==> config.mk <==
export PLATFORM = sky130hd
export DESIGN_NAME = load_align_flat
export DESIGN_NICKNAME = d
export VERILOG_FILES = /design/src/dmem_pkg.sv /design/src/dmem_req_if.sv /design/src/load_align.sv /design/src/flat_wrapper.sv
export SDC_FILE = /design/constraint.sdc
export NUM_CORES = 1
export LEC_CHECK = 0
export ABC_AREA = 1
export BUFFER_PORTS_ARGS = -buffer_cell sky130_fd_sc_hd__buf_2
export CORE_MARGIN = 3
export CORE_UTILIZATION = 25
export DETAILED_ROUTE_END_ITERATION = 10
export SKIP_LAST_GASP = 1
export SYNTH_ARGS = -nofsm -noshare
export SYNTH_HDL_FRONTEND = slang
export SYNTH_SLANG_ARGS = --single-unit
==> constraint.sdc <==
create_clock -name clk_i -period 1.9 [get_ports clk_i]
set_clock_uncertainty 0.15 [all_clocks]
set_input_delay 0.19 -clock clk_i [delete_from_list [all_inputs] [get_ports clk_i]]
set_output_delay 0.19 -clock clk_i [all_outputs]
set_load 0.02 [all_outputs]
==> src/dmem_pkg.sv <==
// --------------------------------------------------
// Types and widths shared by the data-memory path
// --------------------------------------------------
package dmem_pkg;

    localparam int XLEN   = 64;                 // Data width
    localparam int ADDR_W = 40;                 // Physical address width
    localparam int TAG_W  = 5;                  // Destination register tag

    localparam logic [31:0] IO_TOP = 32'h8000_0000;   // I/O window ends at 2 GB

    // CPU memory instructions
    typedef enum logic [4:0] {
        LB, LBU, LH, LHU, LW, LWU, LD,          // Loads
        SB, SH, SW, SD,                         // Stores
        AMO_SWAPW, AMO_SWAPD,
        AMO_ADDW,  AMO_ADDD,
        AMO_XORW,  AMO_XORD,
        AMO_ANDW,  AMO_ANDD,
        AMO_ORW,   AMO_ORD,
        AMO_MINW,  AMO_MIND,
        AMO_MAXW,  AMO_MAXD,
        AMO_MINWU, AMO_MINDU,
        AMO_MAXWU, AMO_MAXDU
    } mem_instr_e;

    // Cache operation codes
    typedef enum logic [3:0] {
        LOAD,
        STORE,
        AMO_SWAP,
        AMO_ADD,
        AMO_XOR,
        AMO_AND,
        AMO_OR,
        AMO_MIN,                                // Signed
        AMO_MAX,                                // Signed
        AMO_MINU,
        AMO_MAXU
    } dcache_op_e;

    // Access sequencing
    typedef enum logic [1:0] {
        IDLE,                                   // Waiting for req
        ISSUE,                                  // Request latched
        RESP,                                   // Memory access under way
        ACK                                     // Result held for the CPU
    } ctrl_state_e;

endpackage

==> src/dmem_req_if.sv <==
// --------------------------------------------------
// Translated cache request from translator to memory
// --------------------------------------------------
interface dmem_req_if;
    import dmem_pkg::*;

    dcache_op_e        op;                      // Cache operation
    logic [ADDR_W-1:0] addr;
    logic [7:0]        be;                      // Byte enable, zero on loads
    logic [XLEN-1:0]   wdata;                   // Lane-aligned write data
    logic              word;                    // W-form atomic
    logic [1:0]        size;                    // log2 of bytes
    logic              sign;                    // Sign-extend the result
    logic [TAG_W-1:0]  tag;                     // Destination register

    // Translator side
    modport src (output op, addr, be, wdata, word, size, sign, tag);

    // Memory array and atomic unit
    modport mem (input op, addr, be, wdata, word);

    // Response path and control
    modport mon (input op, addr, size, sign, tag);

endinterface

==> src/load_align.sv <==
// --------------------------------------------------
// Aligns and extends returned data and holds it for the CPU
// --------------------------------------------------
module load_align (
    input  logic                       clk_i,
    input  logic                       rst_i,
    input  logic                       rsp_valid_i,
    input  logic [dmem_pkg::XLEN-1:0]  rdata_i,        // Old word from memory
    dmem_req_if.mon                    req,
    output logic [dmem_pkg::XLEN-1:0]  rdata_o,
    output logic [dmem_pkg::TAG_W-1:0] rd_o
);
    import dmem_pkg::*;

    logic [XLEN-1:0]  shifted;
    logic [XLEN-1:0]  value;
    logic [XLEN-1:0]  rdata_q;
    logic [TAG_W-1:0] rd_q;

    always_comb begin
        shifted = rdata_i >> {req.addr[2:0], 3'b0};    // Bring lane to bit 0
        case (req.size)
            2'd0: value = req.sign ? {{(XLEN-8){shifted[7]}}, shifted[7:0]}
                                   : XLEN'(shifted[7:0]);
            2'd1: value = req.sign ? {{(XLEN-16){shifted[15]}}, shifted[15:0]}
                                   : XLEN'(shifted[15:0]);
            2'd2: value = req.sign ? {{(XLEN-32){shifted[31]}}, shifted[31:0]}
                                   : XLEN'(shifted[31:0]);
            default: value = shifted;
        endcase
        if (req.op == STORE) begin
            value = '0;                                 // Stores return nothing
        end
    end

    // Held until the next response
    always_ff @(posedge clk_i) begin
        if (rst_i) begin
            rdata_q <= '0;
            rd_q    <= '0;
        end else if (rsp_valid_i) begin
            rdata_q <= value;
            rd_q    <= req.tag;
        end
    end

    assign rdata_o = rdata_q;
    assign rd_o    = rd_q;

endmodule

==> src/flat_wrapper.sv <==
// flat-port wrapper written by rule: the top's interface ports become plain ports
module load_align_flat import dmem_pkg::*;
  (clk_i, rst_i, rsp_valid_i, rdata_i, rdata_o, rd_o, req_op, req_addr, req_size, req_sign, req_tag);
  dmem_req_if req_i ();
  input  logic clk_i;
  input  logic rst_i;
  input  logic rsp_valid_i;
  input  logic [dmem_pkg::XLEN-1:0] rdata_i;
  output logic [dmem_pkg::XLEN-1:0] rdata_o;
  output logic [dmem_pkg::TAG_W-1:0] rd_o;
  input wire logic [$bits(req_i.op)-1:0] req_op;
  input wire logic [$bits(req_i.addr)-1:0] req_addr;
  input wire logic [$bits(req_i.size)-1:0] req_size;
  input wire logic [$bits(req_i.sign)-1:0] req_sign;
  input wire logic [$bits(req_i.tag)-1:0] req_tag;
  assign req_i.op = req_op;
  assign req_i.addr = req_addr;
  assign req_i.size = req_size;
  assign req_i.sign = req_sign;
  assign req_i.tag = req_tag;
  load_align u_core (.clk_i(clk_i), .rst_i(rst_i), .rsp_valid_i(rsp_valid_i), .rdata_i(rdata_i), .req(req_i), .rdata_o(rdata_o), .rd_o(rd_o));
endmodule
==> results of run 1 <==
## cells in the mapped netlist, drive strengths merged
cell type / n
a21oi: 87
a31oi: 1
and2: 1
buf: 38
clkbuf: 32
dfxtp: 69
inv: 29
mux2i: 1
nand2: 340
nand3: 66
nand4: 2
nor2: 14
o211ai: 24
o21ai: 64
o21bai: 32
o311ai: 3
or2: 7
## where the power goes
part | internal, mW | leakage [nW] | switching, mW
Combinational | 0.430 | 2.40 | 0.760
Clock | 0.887 | 0.132 | 0.661
Sequential | 1.54 | 0.565 | 0.0423
Total | 2.85 | 3.10 | 1.46
## sequential cells by signal, summed over array words and instances, names as in the netlist
name            flops
u_core.rd_o         5
u_core.rdata_o     64
## routing by layer
metal / share of wire, % / vias to the layer above / track usage, %
met1: 49 / 2540 / 24.4
met2: 44 / 209 / 26.5
li1: - / 2926 / -
met3: 5.8 / 12 / 3.33
met4: 1.1 / 0 / 3.37
met5: 0 / - / 0
## worst min-delay path, delay by kind of cell
family,cells,cell delay [ns]
AOI/OAI and AO/OA,1,0.06
buffers and inverters,1,0.14
and+or+nand+nor,1,0.06
## layout make-up
cell class | count | area share [%]
Antenna cell | 2 | 0.0805
Clock buffer | 9 | 3.62
Clock inverter | 7 | 0.825
Inverter | 29 | 1.79
Multi-Input combinational cell | 642 | 47.9
Sequential cell | 69 | 22.2
Tap cell | 260 | 5.23
Timing Repair Buffer | 185 | 18.3
## worst min path at each step
stage,end,start,depth (start not counted),slack [ns]
global route,u_core.rd_o[4],rsp_valid_i,3,0.03
global placement,u_core.rd_o[1],u_core.rd_o[1],2,0.30
detailed placement,u_core.rd_o[4],u_core.rd_o[4],2,0.30
floorplan,u_core.rd_o[0],rsp_valid_i,2,0.18
CTS,u_core.rd_o[0],rsp_valid_i,3,0.006
finish,u_core.rd_o[1],rsp_valid_i,3,0.02
## kinds of logic (layout without fill, tap and decap cells)
| group | Yosys count | in the layout | synth area share, % |
|---|---|---|---|
| and+or+nand+nor | 430 | 430 | 35.9 |
| AOI/OAI and AO/OA | 211 | 211 | 25.3 |
| buffers and inverters | 99 | 230 | 10.3 |
| DFF | 69 | 69 | 28.4 |
| muxes | 1 | 1 | 0.206 |
| other | 0 | 2 | 0 |
==> metrics.cfg, run 1 <==
[synthesis]
synth_top_area_share_pct = 28.4
synth.largest_area_cell = dfxtp_1
synth-seq-area-share_pct = 28.4
synthesis.area_um2 = 4860
synthCells = 810
synthDistinctLibCells = 27
avgSynthCellArea_um2 = 6.00
ys_ff_latch = 69
synthTopCellsByArea = dfxtp_1 28%, nand2_1 26%, a21oi_1 9.0%
yosysWarnings = 0
synth_nets = 929

[place]
dp.cells = 1180
place_worst_setup_slack_ns = -0.0288
placed_area_um2 = 5890
dp_hpwl_um = 13800
gp_congestion = 0.868
port-buffer-count = 150

[clock_tree]
cts-hold-fix-buffers = 5
clk_pin_slew_worst_paths_ns = 0.06
cts_setup_buffers = 0
cts_htree_levels = 3
cts_buffer_depth = 2
cts_tree = yes
cts_buffers = 9
ctsResizeCount = 0
cts.sinks = 69
cts_root_buf = clkbuf_16
clock_latency_ns = 0.33

[timing]
fin_crit_sh_pct = 84.1
fin_tns_setup_ns = 0
worstMarginPinSlew_ns = 0.696
fmax_mhz = 626
whs_ns = 0.0151
hold_viol_final = 0
finalMaxSlewViolations = 0
rsz0062_at_grt = false
setup_ws_ns = 0.303
relSlewSlack_pct = 53.6
setup_viol = 0
period_minus_slack_ns = 1.60

[drt]
drtAntennaViolNets = 0
vias = 5687
wl_um = 18200
vias_per_cell = 4.73
dr.first_iter.drc_count = 463
dr.pass1.iters = 7
wl_per_cell_um = 15.1
drc = 0

[power]
p_leak_nw = 3.10
finalPower_mw = 4.32
power_density_nw_per_um2 = 694
ir_drop_mv = 0.405

[final_layout]
area_delta_synth_final_pct = 27.9
regArea_um2 = 1380
utilization_pct = 32.9
drive_gt1_share_pct = 22.4
finalNonFillerCells = 1203
fill_cells = 2175
layout.nets = 1055
final_common_cell = nand2_1
fin_area_um2 = 6220
final_cell_mix = 338 x nand2_1, 150 x buf_2, 87 x a21oi_1
multiInputGateArea_um2 = 2980

[die]
placeableCoreArea_um2 = 18900
fp-row-count = 50
pin_count = 188
die_area_um2 = 21200
die_x_um = 145
start_util_pct = 25.7
die_h_um = 145

[worst_setup_path]
slowest_stage = o21ai_0
crit_path_max_fanout = 55
r2r_slack_ns = 1.08
endpoint_kind = register
crit_cells = 10
critPathLaunchType = input pin
worstRegToRegCells = 2
rr_endpoint = u_core.rdata_o[37]
cp_cell_sequence = buf_2 > buf_12 > buf_12 > nand2_1 > and2_1 > o21ai_0 > o21ai_0 > nand2_1 > nand2_1 > a21oi_1
cp.required_ns = 2.01
endpoint = u_core.rdata_o[28]
cp.arrival_ns = 1.70
slowest_delay_ns = 0.30
crit_family = compound AO/OA/AOI/OAI gates
critical_path.startpoint = req_addr[0]
cp_common_cell = nand2_1
r2r_start = u_core.rdata_o[37]
worstSetupPathType = input pin to register
crit_buf_inv = 3

[global_route]
grtUsageTotal_pct = 17.0
grt_start_max_net_pins = 70
grt_overflow = 0
grt_first_pass_wirelength_um = 29300
grt_pass1_vias = 5273
antenna_found_initial = 2

[run]
drv_cap = 0

[hold_path]
hp-class = input pin to register

[outcome]
status = completed

No activity file was read; power rests on OpenSTA's default activity.
==> run 2, diff against run 1 <==
- clock period: 1.9 -> 1.6 ns (I/O delays scaled with it)
==> run 2 against run 1 <==
Against the previous run:
- utilization rose by 2.7 points
- combinational power increased by 31%
- clock power is 24% higher
- sequential share of layout area decreased by 1.7 points
- worst hold slack better by 0.069 ns
- largest power group is now the clock network
- highest routed layer is now met5
- first-iteration DRC count increased by 6.0%
- flip-flop and latch count unchanged
==> metrics.cfg, run 2 (same netlist as run 1, synthesis figures left out) <==
[global_route]
grt_pass1_vias = 5513
antenna_found_initial = 5
grt_start_max_net_pins = 70
grt_overflow = 0
grt_first_pass_wirelength_um = 30200
grtUsageTotal_pct = 17.7

[final_layout]
drive_gt1_share_pct = 26.6
final_common_cell = nand2_1
largest_reg_flops = 64
area_delta_synth_final_pct = 38.4
final_cell_mix = 338 x nand2_1, 150 x buf_2, 87 x a21oi_1
fin_area_um2 = 6730
layout.nets = 1114

[clock_tree]
cts_htree_levels = 3
clk_pin_slew_worst_paths_ns = 0.05
cts_setup_buffers = 0
cts_tree = yes
cts_root_buf = clkbuf_16
cts_buffer_depth = 2
cts.sinks = 69
clock_latency_ns = 0.34
cts_buffers = 9

[drt]
wl_um = 19200
wl_per_cell_um = 15.2
drtAntennaViolNets = 0
vias_per_cell = 4.63
dr.first_iter.drc_count = 491
vias = 5843
dr.pass1.iters = 5
drc = 0

[worst_setup_path]
slowest_stage = o21bai_1
crit_buf_inv = 3
crit_path_max_fanout = 12
crit_family = simple AND/OR/NAND/NOR gates
cp_cell_sequence = buf_2 > inv_2 > nand2_1 > nand3_1 > nand3_1 > nand3_1 > nand2_4 > buf_4 > o21bai_1 > a21oi_1
critPathLaunchType = input pin
slowest_delay_ns = 0.20
cp.arrival_ns = 1.52
r2r_slack_ns = 0.80
cp_common_cell = nand3_1
cp.required_ns = 1.67
worstSetupPathType = input pin to register
endpoint_kind = register

[power]
finalPower_mw = 5.35
power_density_nw_per_um2 = 795
ir_drop_mv = 0.487
p_leak_nw = 3.39

[die]
die_x_um = 145
start_util_pct = 25.7
fp-row-count = 50
die_area_um2 = 21200
die_h_um = 145
pin_count = 188
placeableCoreArea_um2 = 18900

[place]
port-buffer-count = 150
place_worst_setup_slack_ns = -0.269
gp_congestion = 0.911
placed_area_um2 = 6300
dp_hpwl_um = 14600

[timing]
period_minus_slack_ns = 1.45
relSlewSlack_pct = 69.8
setup_viol = 0
setup_ws_ns = 0.147
fmax_mhz = 688
worstMarginPinSlew_ns = 0.453
rsz0062_at_grt = false
hold_viol_final = 0
finalMaxSlewViolations = 0
fin_crit_sh_pct = 90.8

[outcome]
status = completed

[hold_path]
hp-class = input pin to register

[run]
drv_cap = 0

[run 2: cell count changes in the layout (fill, tap and decap cells not counted), sizes merged]
cell         change
dlygate4sd3      +5
clkinvlp         -1
clkbuf           +3
buf             +53
inv              -1
[run 2: worst register-to-register path, stage by stage (launching register included)]
cell and delay (ns):
dfxtp_1 0.36, nand2_1 0.07, a21oi_1 0.15
[run 2: what timing repair did]
| item | 4_1_cts | 5_1_grt |
|---|---|---|
| hold endpoints to repair | 5 | 0 |
| hold buffers | 10 | 0 |
| endpoints found under the setup margin | 0 | 5 |
| resized for setup | 0 | 5 |
[run 2: routing by layer]
layer  part of all wire (%)  vias to the layer above  global-route usage, %
met3                    6.2                       31                   4.52
met5                   0.12                        -                      0
li1                       -                     3041                      -
met1                     48                     2580                   24.4
met2                     44                      185                   27.2
met4                    2.2                        6                   5.89
[run 2: worst paths after layout]
kind                                    startpoint                  to  cells past startpoint
worst max-delay path                   req_addr[0]  u_core.rdata_o[33]                     10
worst min-delay path                         rst_i  u_core.rdata_o[33]                      2
worst min register to register      u_core.rd_o[4]      u_core.rd_o[4]                      2
worst max register to register  u_core.rdata_o[54]  u_core.rdata_o[54]                      2
[run 2: final cells by class]
cell class                 count  area, µm²
fill                        2110      12200
tap                          260        325
antenna                        2       5.00
clock buffer                  11        253
inverter                      29        111
multi-input combinational    642       2990
timing repair buffer         244       1630
sequential                    69       1380
clock inverter                 5       35.0
[run 2: report_power, final]
group	internal (mW)	switching (mW)	leakage [nW]	total, mW
sequential	1.82	0.0509	0.565	1.88
clock	1.13	0.783	0.142	1.92
combinational	0.622	0.937	2.68	1.56
[run 2: through the flow]
stage / TNS [ns] / instances / utilization, % / hold slack, ns
2_1_floorplan: 0 / 810 / - / 0.150
3_3_place_gp: -7.24 / 1233 / 33.3 / 0.270
3_5_place_dp: -8.27 / 1233 / 33.3 / 0.271
4_1_cts: 0 / 1259 / 35.4 / 0.0711
5_1_grt: 0 / 1262 / 35.6 / 0.0921
6_report: 0 / 1262 / 35.6 / 0.0846
