### src/dmem_pkg.sv
// --------------------------------------------------
// Types and widths shared by the data-memory path
// --------------------------------------------------
package dmem_pkg;

    localparam int XLEN   = 64;                 // Data width
    localparam int ADDR_W = 40;                 // Physical address width
    localparam int TAG_W  = 5;                  // Destination register tag

    localparam logic [31:0] IO_TOP = 32'h8000_0000;   // I/O window ends at 2 GB

    // CPU memory instructions
    typedef enum logic [4:0] {
        LB, LBU, LH, LHU, LW, LWU, LD,          // Loads
        SB, SH, SW, SD,                         // Stores
        AMO_SWAPW, AMO_SWAPD,
        AMO_ADDW,  AMO_ADDD,
        AMO_XORW,  AMO_XORD,
        AMO_ANDW,  AMO_ANDD,
        AMO_ORW,   AMO_ORD,
        AMO_MINW,  AMO_MIND,
        AMO_MAXW,  AMO_MAXD,
        AMO_MINWU, AMO_MINDU,
        AMO_MAXWU, AMO_MAXDU
    } mem_instr_e;

    // Cache operation codes
    typedef enum logic [3:0] {
        LOAD,
        STORE,
        AMO_SWAP,
        AMO_ADD,
        AMO_XOR,
        AMO_AND,
        AMO_OR,
        AMO_MIN,                                // Signed
        AMO_MAX,                                // Signed
        AMO_MINU,
        AMO_MAXU
    } dcache_op_e;

    // Access sequencing
    typedef enum logic [1:0] {
        IDLE,                                   // Waiting for req
        ISSUE,                                  // Request latched
        RESP,                                   // Memory access under way
        ACK                                     // Result held for the CPU
    } ctrl_state_e;

endpackage

### src/dmem_req_if.sv
// --------------------------------------------------
// Translated cache request from translator to memory
// --------------------------------------------------
interface dmem_req_if;
    import dmem_pkg::*;

    dcache_op_e        op;                      // Cache operation
    logic [ADDR_W-1:0] addr;
    logic [7:0]        be;                      // Byte enable, zero on loads
    logic [XLEN-1:0]   wdata;                   // Lane-aligned write data
    logic              word;                    // W-form atomic
    logic [1:0]        size;                    // log2 of bytes
    logic              sign;                    // Sign-extend the result
    logic [TAG_W-1:0]  tag;                     // Destination register

    // Translator side
    modport src (output op, addr, be, wdata, word, size, sign, tag);

    // Memory array and atomic unit
    modport mem (input op, addr, be, wdata, word);

    // Response path and control
    modport mon (input op, addr, size, sign, tag);

endinterface

### src/dcache_interface.sv
// --------------------------------------------------
// Latches a CPU memory request and turns it into a cache request
// --------------------------------------------------
module dcache_interface (
    input  logic                        clk_i,
    input  logic                        rst_i,
    input  logic                        capture_i,      // From control, one cycle
    input  dmem_pkg::mem_instr_e        instr_i,
    input  logic [dmem_pkg::ADDR_W-1:0] addr_i,
    input  logic [dmem_pkg::XLEN-1:0]   wdata_i,
    input  logic [dmem_pkg::TAG_W-1:0]  rd_i,
    input  logic [dmem_pkg::ADDR_W-1:0] io_base_i,
    input  logic                        xlate_en_i,     // Translation on
    output logic                        io_o,           // Uncacheable access
    dmem_req_if.src                     req
);
    import dmem_pkg::*;

    localparam logic [ADDR_W-1:0] IO_LIMIT = {{(ADDR_W-32){1'b0}}, IO_TOP};

    mem_instr_e        instr_q;
    logic [ADDR_W-1:0] addr_q;
    logic [XLEN-1:0]   wdata_q;
    logic [TAG_W-1:0]  rd_q;
    logic              io_q;
    logic              io_hit;

    // I/O window only applies with translation off
    assign io_hit = (addr_i >= io_base_i) && (addr_i < IO_LIMIT) && !xlate_en_i;

    // Request payload
    always_ff @(posedge clk_i) begin
        if (capture_i) begin
            instr_q <= instr_i;
            addr_q  <= addr_i;
            wdata_q <= wdata_i;
            rd_q    <= rd_i;
        end
    end

    always_ff @(posedge clk_i) begin
        if (rst_i) begin
            io_q <= 1'b0;
        end else if (capture_i) begin
            io_q <= io_hit;                     // Held until next request
        end
    end

    assign io_o     = io_q;
    assign req.addr = addr_q;
    assign req.tag  = rd_q;

    // --------------------------------------------------
    // Instruction decode
    // --------------------------------------------------
    always_comb begin
        req.op   = LOAD;
        req.size = 2'd3;
        req.sign = 1'b0;
        req.word = 1'b0;
        case (instr_q)
            LB:  begin req.size = 2'd0; req.sign = 1'b1; end
            LBU: req.size = 2'd0;
            LH:  begin req.size = 2'd1; req.sign = 1'b1; end
            LHU: req.size = 2'd1;
            LW:  begin req.size = 2'd2; req.sign = 1'b1; end
            LWU: req.size = 2'd2;
            LD:  req.size = 2'd3;
            SB:  begin req.op = STORE; req.size = 2'd0; end
            SH:  begin req.op = STORE; req.size = 2'd1; end
            SW:  begin req.op = STORE; req.size = 2'd2; end
            SD:  req.op = STORE;
            AMO_SWAPW, AMO_SWAPD: req.op = AMO_SWAP;
            AMO_ADDW,  AMO_ADDD:  req.op = AMO_ADD;
            AMO_XORW,  AMO_XORD:  req.op = AMO_XOR;
            AMO_ANDW,  AMO_ANDD:  req.op = AMO_AND;
            AMO_ORW,   AMO_ORD:   req.op = AMO_OR;
            AMO_MINW,  AMO_MIND:  req.op = AMO_MIN;
            AMO_MAXW,  AMO_MAXD:  req.op = AMO_MAX;
            AMO_MINWU, AMO_MINDU: req.op = AMO_MINU;
            AMO_MAXWU, AMO_MAXDU: req.op = AMO_MAXU;
            default: req.op = LOAD;
        endcase
        // W-form atomics work on one 32-bit lane and sign-extend
        case (instr_q)
            AMO_SWAPW, AMO_ADDW, AMO_XORW, AMO_ANDW, AMO_ORW,
            AMO_MINW, AMO_MAXW, AMO_MINWU, AMO_MAXWU: begin
                req.word = 1'b1;
                req.size = 2'd2;
                req.sign = 1'b1;
            end
            default: ;
        endcase
    end

    // Byte enable and lane shift
    always_comb begin
        case (req.size)
            2'd0: begin
                req.be    = 8'b0000_0001 << addr_q[2:0];
                req.wdata = wdata_q << {addr_q[2:0], 3'b0};
            end
            2'd1: begin
                req.be    = 8'b0000_0011 << {addr_q[2:1], 1'b0};
                req.wdata = wdata_q << {addr_q[2:1], 4'b0};
            end
            2'd2: begin
                req.be    = 8'b0000_1111 << {addr_q[2], 2'b0};
                req.wdata = wdata_q << {addr_q[2], 5'b0};
            end
            default: begin
                req.be    = 8'hff;
                req.wdata = wdata_q;
            end
        endcase
        if (req.op == LOAD) begin
            req.be    = '0;                     // Nothing written on a load
            req.wdata = '0;
        end
    end

endmodule

### src/flat_wrapper.sv
// flat-port wrapper written by rule: the top's interface ports become plain ports
module dcache_interface_flat import dmem_pkg::*;
  (clk_i, rst_i, capture_i, instr_i, addr_i, wdata_i, rd_i, io_base_i, xlate_en_i, io_o, req_op, req_addr, req_be, req_wdata, req_word, req_size, req_sign, req_tag);
  dmem_req_if req_i ();
  input  logic clk_i;
  input  logic rst_i;
  input  logic capture_i;
  input  dmem_pkg::mem_instr_e instr_i;
  input  logic [dmem_pkg::ADDR_W-1:0] addr_i;
  input  logic [dmem_pkg::XLEN-1:0] wdata_i;
  input  logic [dmem_pkg::TAG_W-1:0] rd_i;
  input  logic [dmem_pkg::ADDR_W-1:0] io_base_i;
  input  logic xlate_en_i;
  output logic io_o;
  output wire logic [$bits(req_i.op)-1:0] req_op;
  output wire logic [$bits(req_i.addr)-1:0] req_addr;
  output wire logic [$bits(req_i.be)-1:0] req_be;
  output wire logic [$bits(req_i.wdata)-1:0] req_wdata;
  output wire logic [$bits(req_i.word)-1:0] req_word;
  output wire logic [$bits(req_i.size)-1:0] req_size;
  output wire logic [$bits(req_i.sign)-1:0] req_sign;
  output wire logic [$bits(req_i.tag)-1:0] req_tag;
  assign req_op = req_i.op;
  assign req_addr = req_i.addr;
  assign req_be = req_i.be;
  assign req_wdata = req_i.wdata;
  assign req_word = req_i.word;
  assign req_size = req_i.size;
  assign req_sign = req_i.sign;
  assign req_tag = req_i.tag;
  dcache_interface u_core (.clk_i(clk_i), .rst_i(rst_i), .capture_i(capture_i), .instr_i(instr_i), .addr_i(addr_i), .wdata_i(wdata_i), .rd_i(rd_i), .io_base_i(io_base_i), .xlate_en_i(xlate_en_i), .io_o(io_o), .req(req_i));
endmodule
### config.mk
export PLATFORM = sky130hd
export DESIGN_NAME = dcache_interface_flat
export DESIGN_NICKNAME = d
export VERILOG_FILES = /design/src/dmem_pkg.sv /design/src/dmem_req_if.sv /design/src/dcache_interface.sv /design/src/flat_wrapper.sv
export SDC_FILE = /design/constraint.sdc
export NUM_CORES = 1
export LEC_CHECK = 0
export BUFFER_PORTS_ARGS = -buffer_cell sky130_fd_sc_hd__buf_2
export CAP_MARGIN = 30
export CORE_MARGIN = 4
export CORE_UTILIZATION = 50
export CTS_CLUSTER_SIZE = 16
export DETAILED_ROUTE_END_ITERATION = 6
export PLACE_DENSITY = 0.82
export SYNTH_ARGS = -nofsm -noshare
export SYNTH_HDL_FRONTEND = slang
export SYNTH_SLANG_ARGS = --single-unit
### constraint.sdc
create_clock -name clk_i -period 4.4 [get_ports clk_i]
set_input_delay 0.88 -clock clk_i [delete_from_list [all_inputs] [get_ports clk_i]]
set_output_delay 0.88 -clock clk_i [all_outputs]
set_load 0.1 [all_outputs]
==> impl_metrics.tcl <==
set metrics [dict create \
    r2r_end "u_core.io_o$_SDFFE_PP0P_" \
    die-width_um 128 \
    largest_net_degree_at_the_start_of_global_routing 61 \
    worst_setup_hold_path_clk_slew_ps 60 \
    yosysUniqueCellTypes 53 \
    wl_per_cell_um 20.7 \
    holdCritPathClass "reg -> reg" \
    finClkSkew_ps 0 \
    clockRootBuffer "sky130_fd_sc_hd__clkbuf_16" \
    syn_nets 903 \
    via_per_inst 6.00 \
    synth_top_family_by_area "simple AND/OR/NAND/NOR gates" \
    status "finished with violations" \
    syn_avg_cell_area_um2 10.2 \
    postSynthRegisterBits 115 \
    cts_made_buffers 17 \
    design.final.nets 1202 \
    regToRegSetupSlack_ps 3750 \
    stdcell_count 1196 \
    place.gp.congestion 0.934 \
    final_cell_mix "225 x sky130_fd_sc_hd__buf_2, 114 x sky130_fd_sc_hd__edfxtp_1, 102 x sky130_fd_sc_hd__nand2_1" \
    worst-endpoint-required_ps 3520 \
    vdd_ir_drop_max_mv 0.274 \
    timing.max_cap.violations 0 \
    total_switching_power_uw 2680 \
    worstRegToRegCells 2 \
    rsz0062_at_grt "yes" \
    final_period_minus_worst_setup_slack_ps 4420 \
    cts_max_level 4 \
    place_inst 1139 \
    tritoncts "yes" \
    setup.worst_path.class "reg -> out" \
    post_synth_and_or_nand_nor_area_fraction_pct 15.3 \
    synth_edf_count 114 \
    worst_setup_path_end_kind "output pin" \
    proportion_of_synthesized_chip_area_in_sequential_cells_pct 48.0 \
    pwr-share-comb_pct 52.7 \
    post-layout-total-power_uw 5680 \
    power.share.switching_pct 47.1 \
    die_h_um 128 \
    final.period_utilization_pct 100 \
    timing.final.ws_setup_ps -19.7 \
    yosys.area_share.adder_pct 7.85 \
    global_route.usage.total_pct 28.7 \
    layout.filler_cells 871 \
    grt_pass1_vias 6927 \
    hold_path_depth 2 \
    synthesis.instances 700 \
    r2r_start "u_core.io_o$_SDFFE_PP0P_" \
    slew_viol_final 0 \
    timing.critical_path.from_type "flop" \
    synth-main-ff-cell "sky130_fd_sc_hd__edfxtp_1" \
    seq_power_share_pct 24.2 \
    initial_core_util_pct 51.3 \
    finalWirelength_um 24800 \
    power-per-cell-area_nw_per_um2 520 \
    drt_drc_violations_left 1 \
    final_hold_viol_count 0 \
    num_vias 7178 \
    layout_commonest_cell "sky130_fd_sc_hd__buf_2" \
    floorplan.core_area_um2 14000 \
    whs_endpoint "u_core.io_o$_SDFFE_PP0P_" \
    rows 43 \
    clkLatencyLatePin_ps 420 \
    drt-initial-drc-count 1195 \
    clock_sinks 115 \
    first_pass_grt_wire_length_um 36300 \
    final_global_route_overflow_total 0 \
    violations_in_the_final_reports "DRC, setup timing" \
    max-clock-path-buffers 2 \
    timing.critical_path.fanout_max 6 \
    leakagePower_uw 0.00472 \
    post_route_cells_drive_above_1_share_pct 47.3 \
    grt_antenna_before_repair 4 \
    drtPass1Iterations 7 \
    post_cts_hold_buffer_count 0 \
    syn_area_um2 7170 \
    slew_headroom_pct 32.9 \
    synth-compound-area-share_pct 13.6 \
    dpl.hpwl_um 17300 \
    hp-start "u_core.io_o$_SDFFE_PP0P_" \
    io_buffer_count 283 \
    setup_viol 3 \
    postSynth.asyncResetShare_pct 0 \
    critical_path_arrival_ps 3540 \
    yosysWarnings 0 \
    postRouteAntennaNets 0 \
    io_pins 284 \
    clock_power_share_pct 23.1 \
    slew_at_the_pin_closest_to_its_max_slew_limit_ps 1010 \
    area.growth.synth_to_final_pct 52.3 \
    floorplan.die_area_um2 16300 \
    max_clock_freq_mhz 226 \
    muxShareOfSynthArea_pct 9.40 \
    power.internal_uw 3000 \
    post_synth_xor_area_fraction_pct 0 \
]
==> critical path: stages, from the launching register on <==
cell and delay [ps]:
sky130_fd_sc_hd__edfxtp_1 520, sky130_fd_sc_hd__buf_6 180, sky130_fd_sc_hd__a21oi_2 120, sky130_fd_sc_hd__nor2_1 60, sky130_fd_sc_hd__or2_4 280, sky130_fd_sc_hd__ha_4 280
sky130_fd_sc_hd__o21a_4 270, sky130_fd_sc_hd__buf_12 140, sky130_fd_sc_hd__buf_12 130, sky130_fd_sc_hd__mux2i_1 170, sky130_fd_sc_hd__mux4_2 490, sky130_fd_sc_hd__nor2_1 100
sky130_fd_sc_hd__a21oi_1 70, sky130_fd_sc_hd__nor2_4 130, sky130_fd_sc_hd__buf_12 180
==> power groups by stage <==
| stage | clock (uW) | sequential (uW) | combinational [uW] |
|---|---|---|---|
| 2_1_floorplan | 0 | 1610 | 1800 |
| 3_3_place_gp | 0 | 1390 | 2800 |
| 3_5_place_dp | 0 | 1390 | 2840 |
| 4_1_cts | 1310 | 1370 | 2880 |
| 5_1_grt | 1370 | 1380 | 3090 |
| 6_report | 1310 | 1380 | 2990 |
==> kinds of logic (layout without fill, tap and decap cells) <==
logic type / Yosys count / after routing
simple gates: 246 / 246
compound gates: 148 / 150
flops: 115 / 115
buf+inv: 90 / 400
mux: 56 / 56
fa+ha+maj: 45 / 45
other cells: 0 / 4
==> routing by layer <==
layer | routed length, um | vias to the layer above | track usage [%]
met5 | 0 | - | 0
met2 | 12500 | 539 | 49.8
met3 | 2580 | 128 | 7.25
met1 | 8260 | 3328 | 31.7
li1 | - | 3183 | -
met4 | 1430 | 0 | 17.2
==> layout make-up <==
cell class / count / area [um2] / share of cell area, %
diodes: 4 / 10.0 / 0.0917
clock buffers: 18 / 429 / 3.93
clock inverters: 14 / 130 / 1.19
inverters: 44 / 169 / 1.55
multi-input cells: 497 / 3880 / 35.5
flip-flops and latches: 115 / 3440 / 31.5
well taps: 180 / 225 / 2.06
repair buffers: 324 / 2630 / 24.1
==> registers in the layout, indices dropped and copies added, names as in the netlist <==
signal	count
u_core.wdata_q	64
u_core.req.addr	40
u_core.instr_q	5
u_core.req.tag	5
u_core.io_o	1
==> Yosys cell counts, drive strengths merged (10+ instances only) <==
| library cell | number | area (um2) |
|---|---|---|
| a21oi | 46 | 230 |
| nor2 | 72 | 273 |
| mux2i | 40 | 400 |
| o21ai | 36 | 180 |
| nand2 | 105 | 394 |
| nand3 | 10 | 50.1 |
| a22oi | 16 | 120 |
| ha | 45 | 563 |
| buf | 22 | 164 |
| clkbuf | 24 | 90.1 |
| nor3 | 12 | 65.1 |
| inv | 44 | 165 |
| edfxtp | 114 | 3420 |
| a211oi | 10 | 75.1 |
| a222oi | 16 | 160 |
| nor2b | 13 | 81.3 |
==> through the flow <==
step                      setup TNS [ps]  hold slack (ps)  util [%]  setup WS [ps]  area (um2)
after global routing               -2110              514      78.1           -151       10900
after detailed placement               0              475      71.2            163        9960
final                              -32.9              486      78.1          -19.7       10900
after CTS                              0              487      76.0           7.22       10600
after floorplan                    -40.1              979         -          -40.1        7550
after global placement                 0              456      71.2            291        9960
==> repair_timing <==
item / 4_1_cts / 5_1_grt
pin swaps: 2 / 23
gates resized for setup: 7 / 55
setup endpoints to repair: 34 / 47
buffers inserted: 8 / 11
cloned: 2 / 0
==> how the worst max path moves through the flow <==
| stage | start | to | cells after the start |
|---|---|---|---|
| global placement | u_core.instr_q[0]$_DFFE_PP_ | req_wdata[45] | 13 |
| detailed placement | u_core.instr_q[0]$_DFFE_PP_ | req_wdata[44] | 13 |
| global route | u_core.instr_q[1]$_DFFE_PP_ | req_wdata[63] | 16 |
| CTS | u_core.instr_q[2]$_DFFE_PP_ | req_wdata[3] | 10 |
| finish | u_core.instr_q[3]$_DFFE_PP_ | req_wdata[63] | 14 |
| floorplan | u_core.instr_q[3]$_DFFE_PP_ | req_wdata[60] | 14 |
Note: power is estimated with default switching activity, not from simulation.
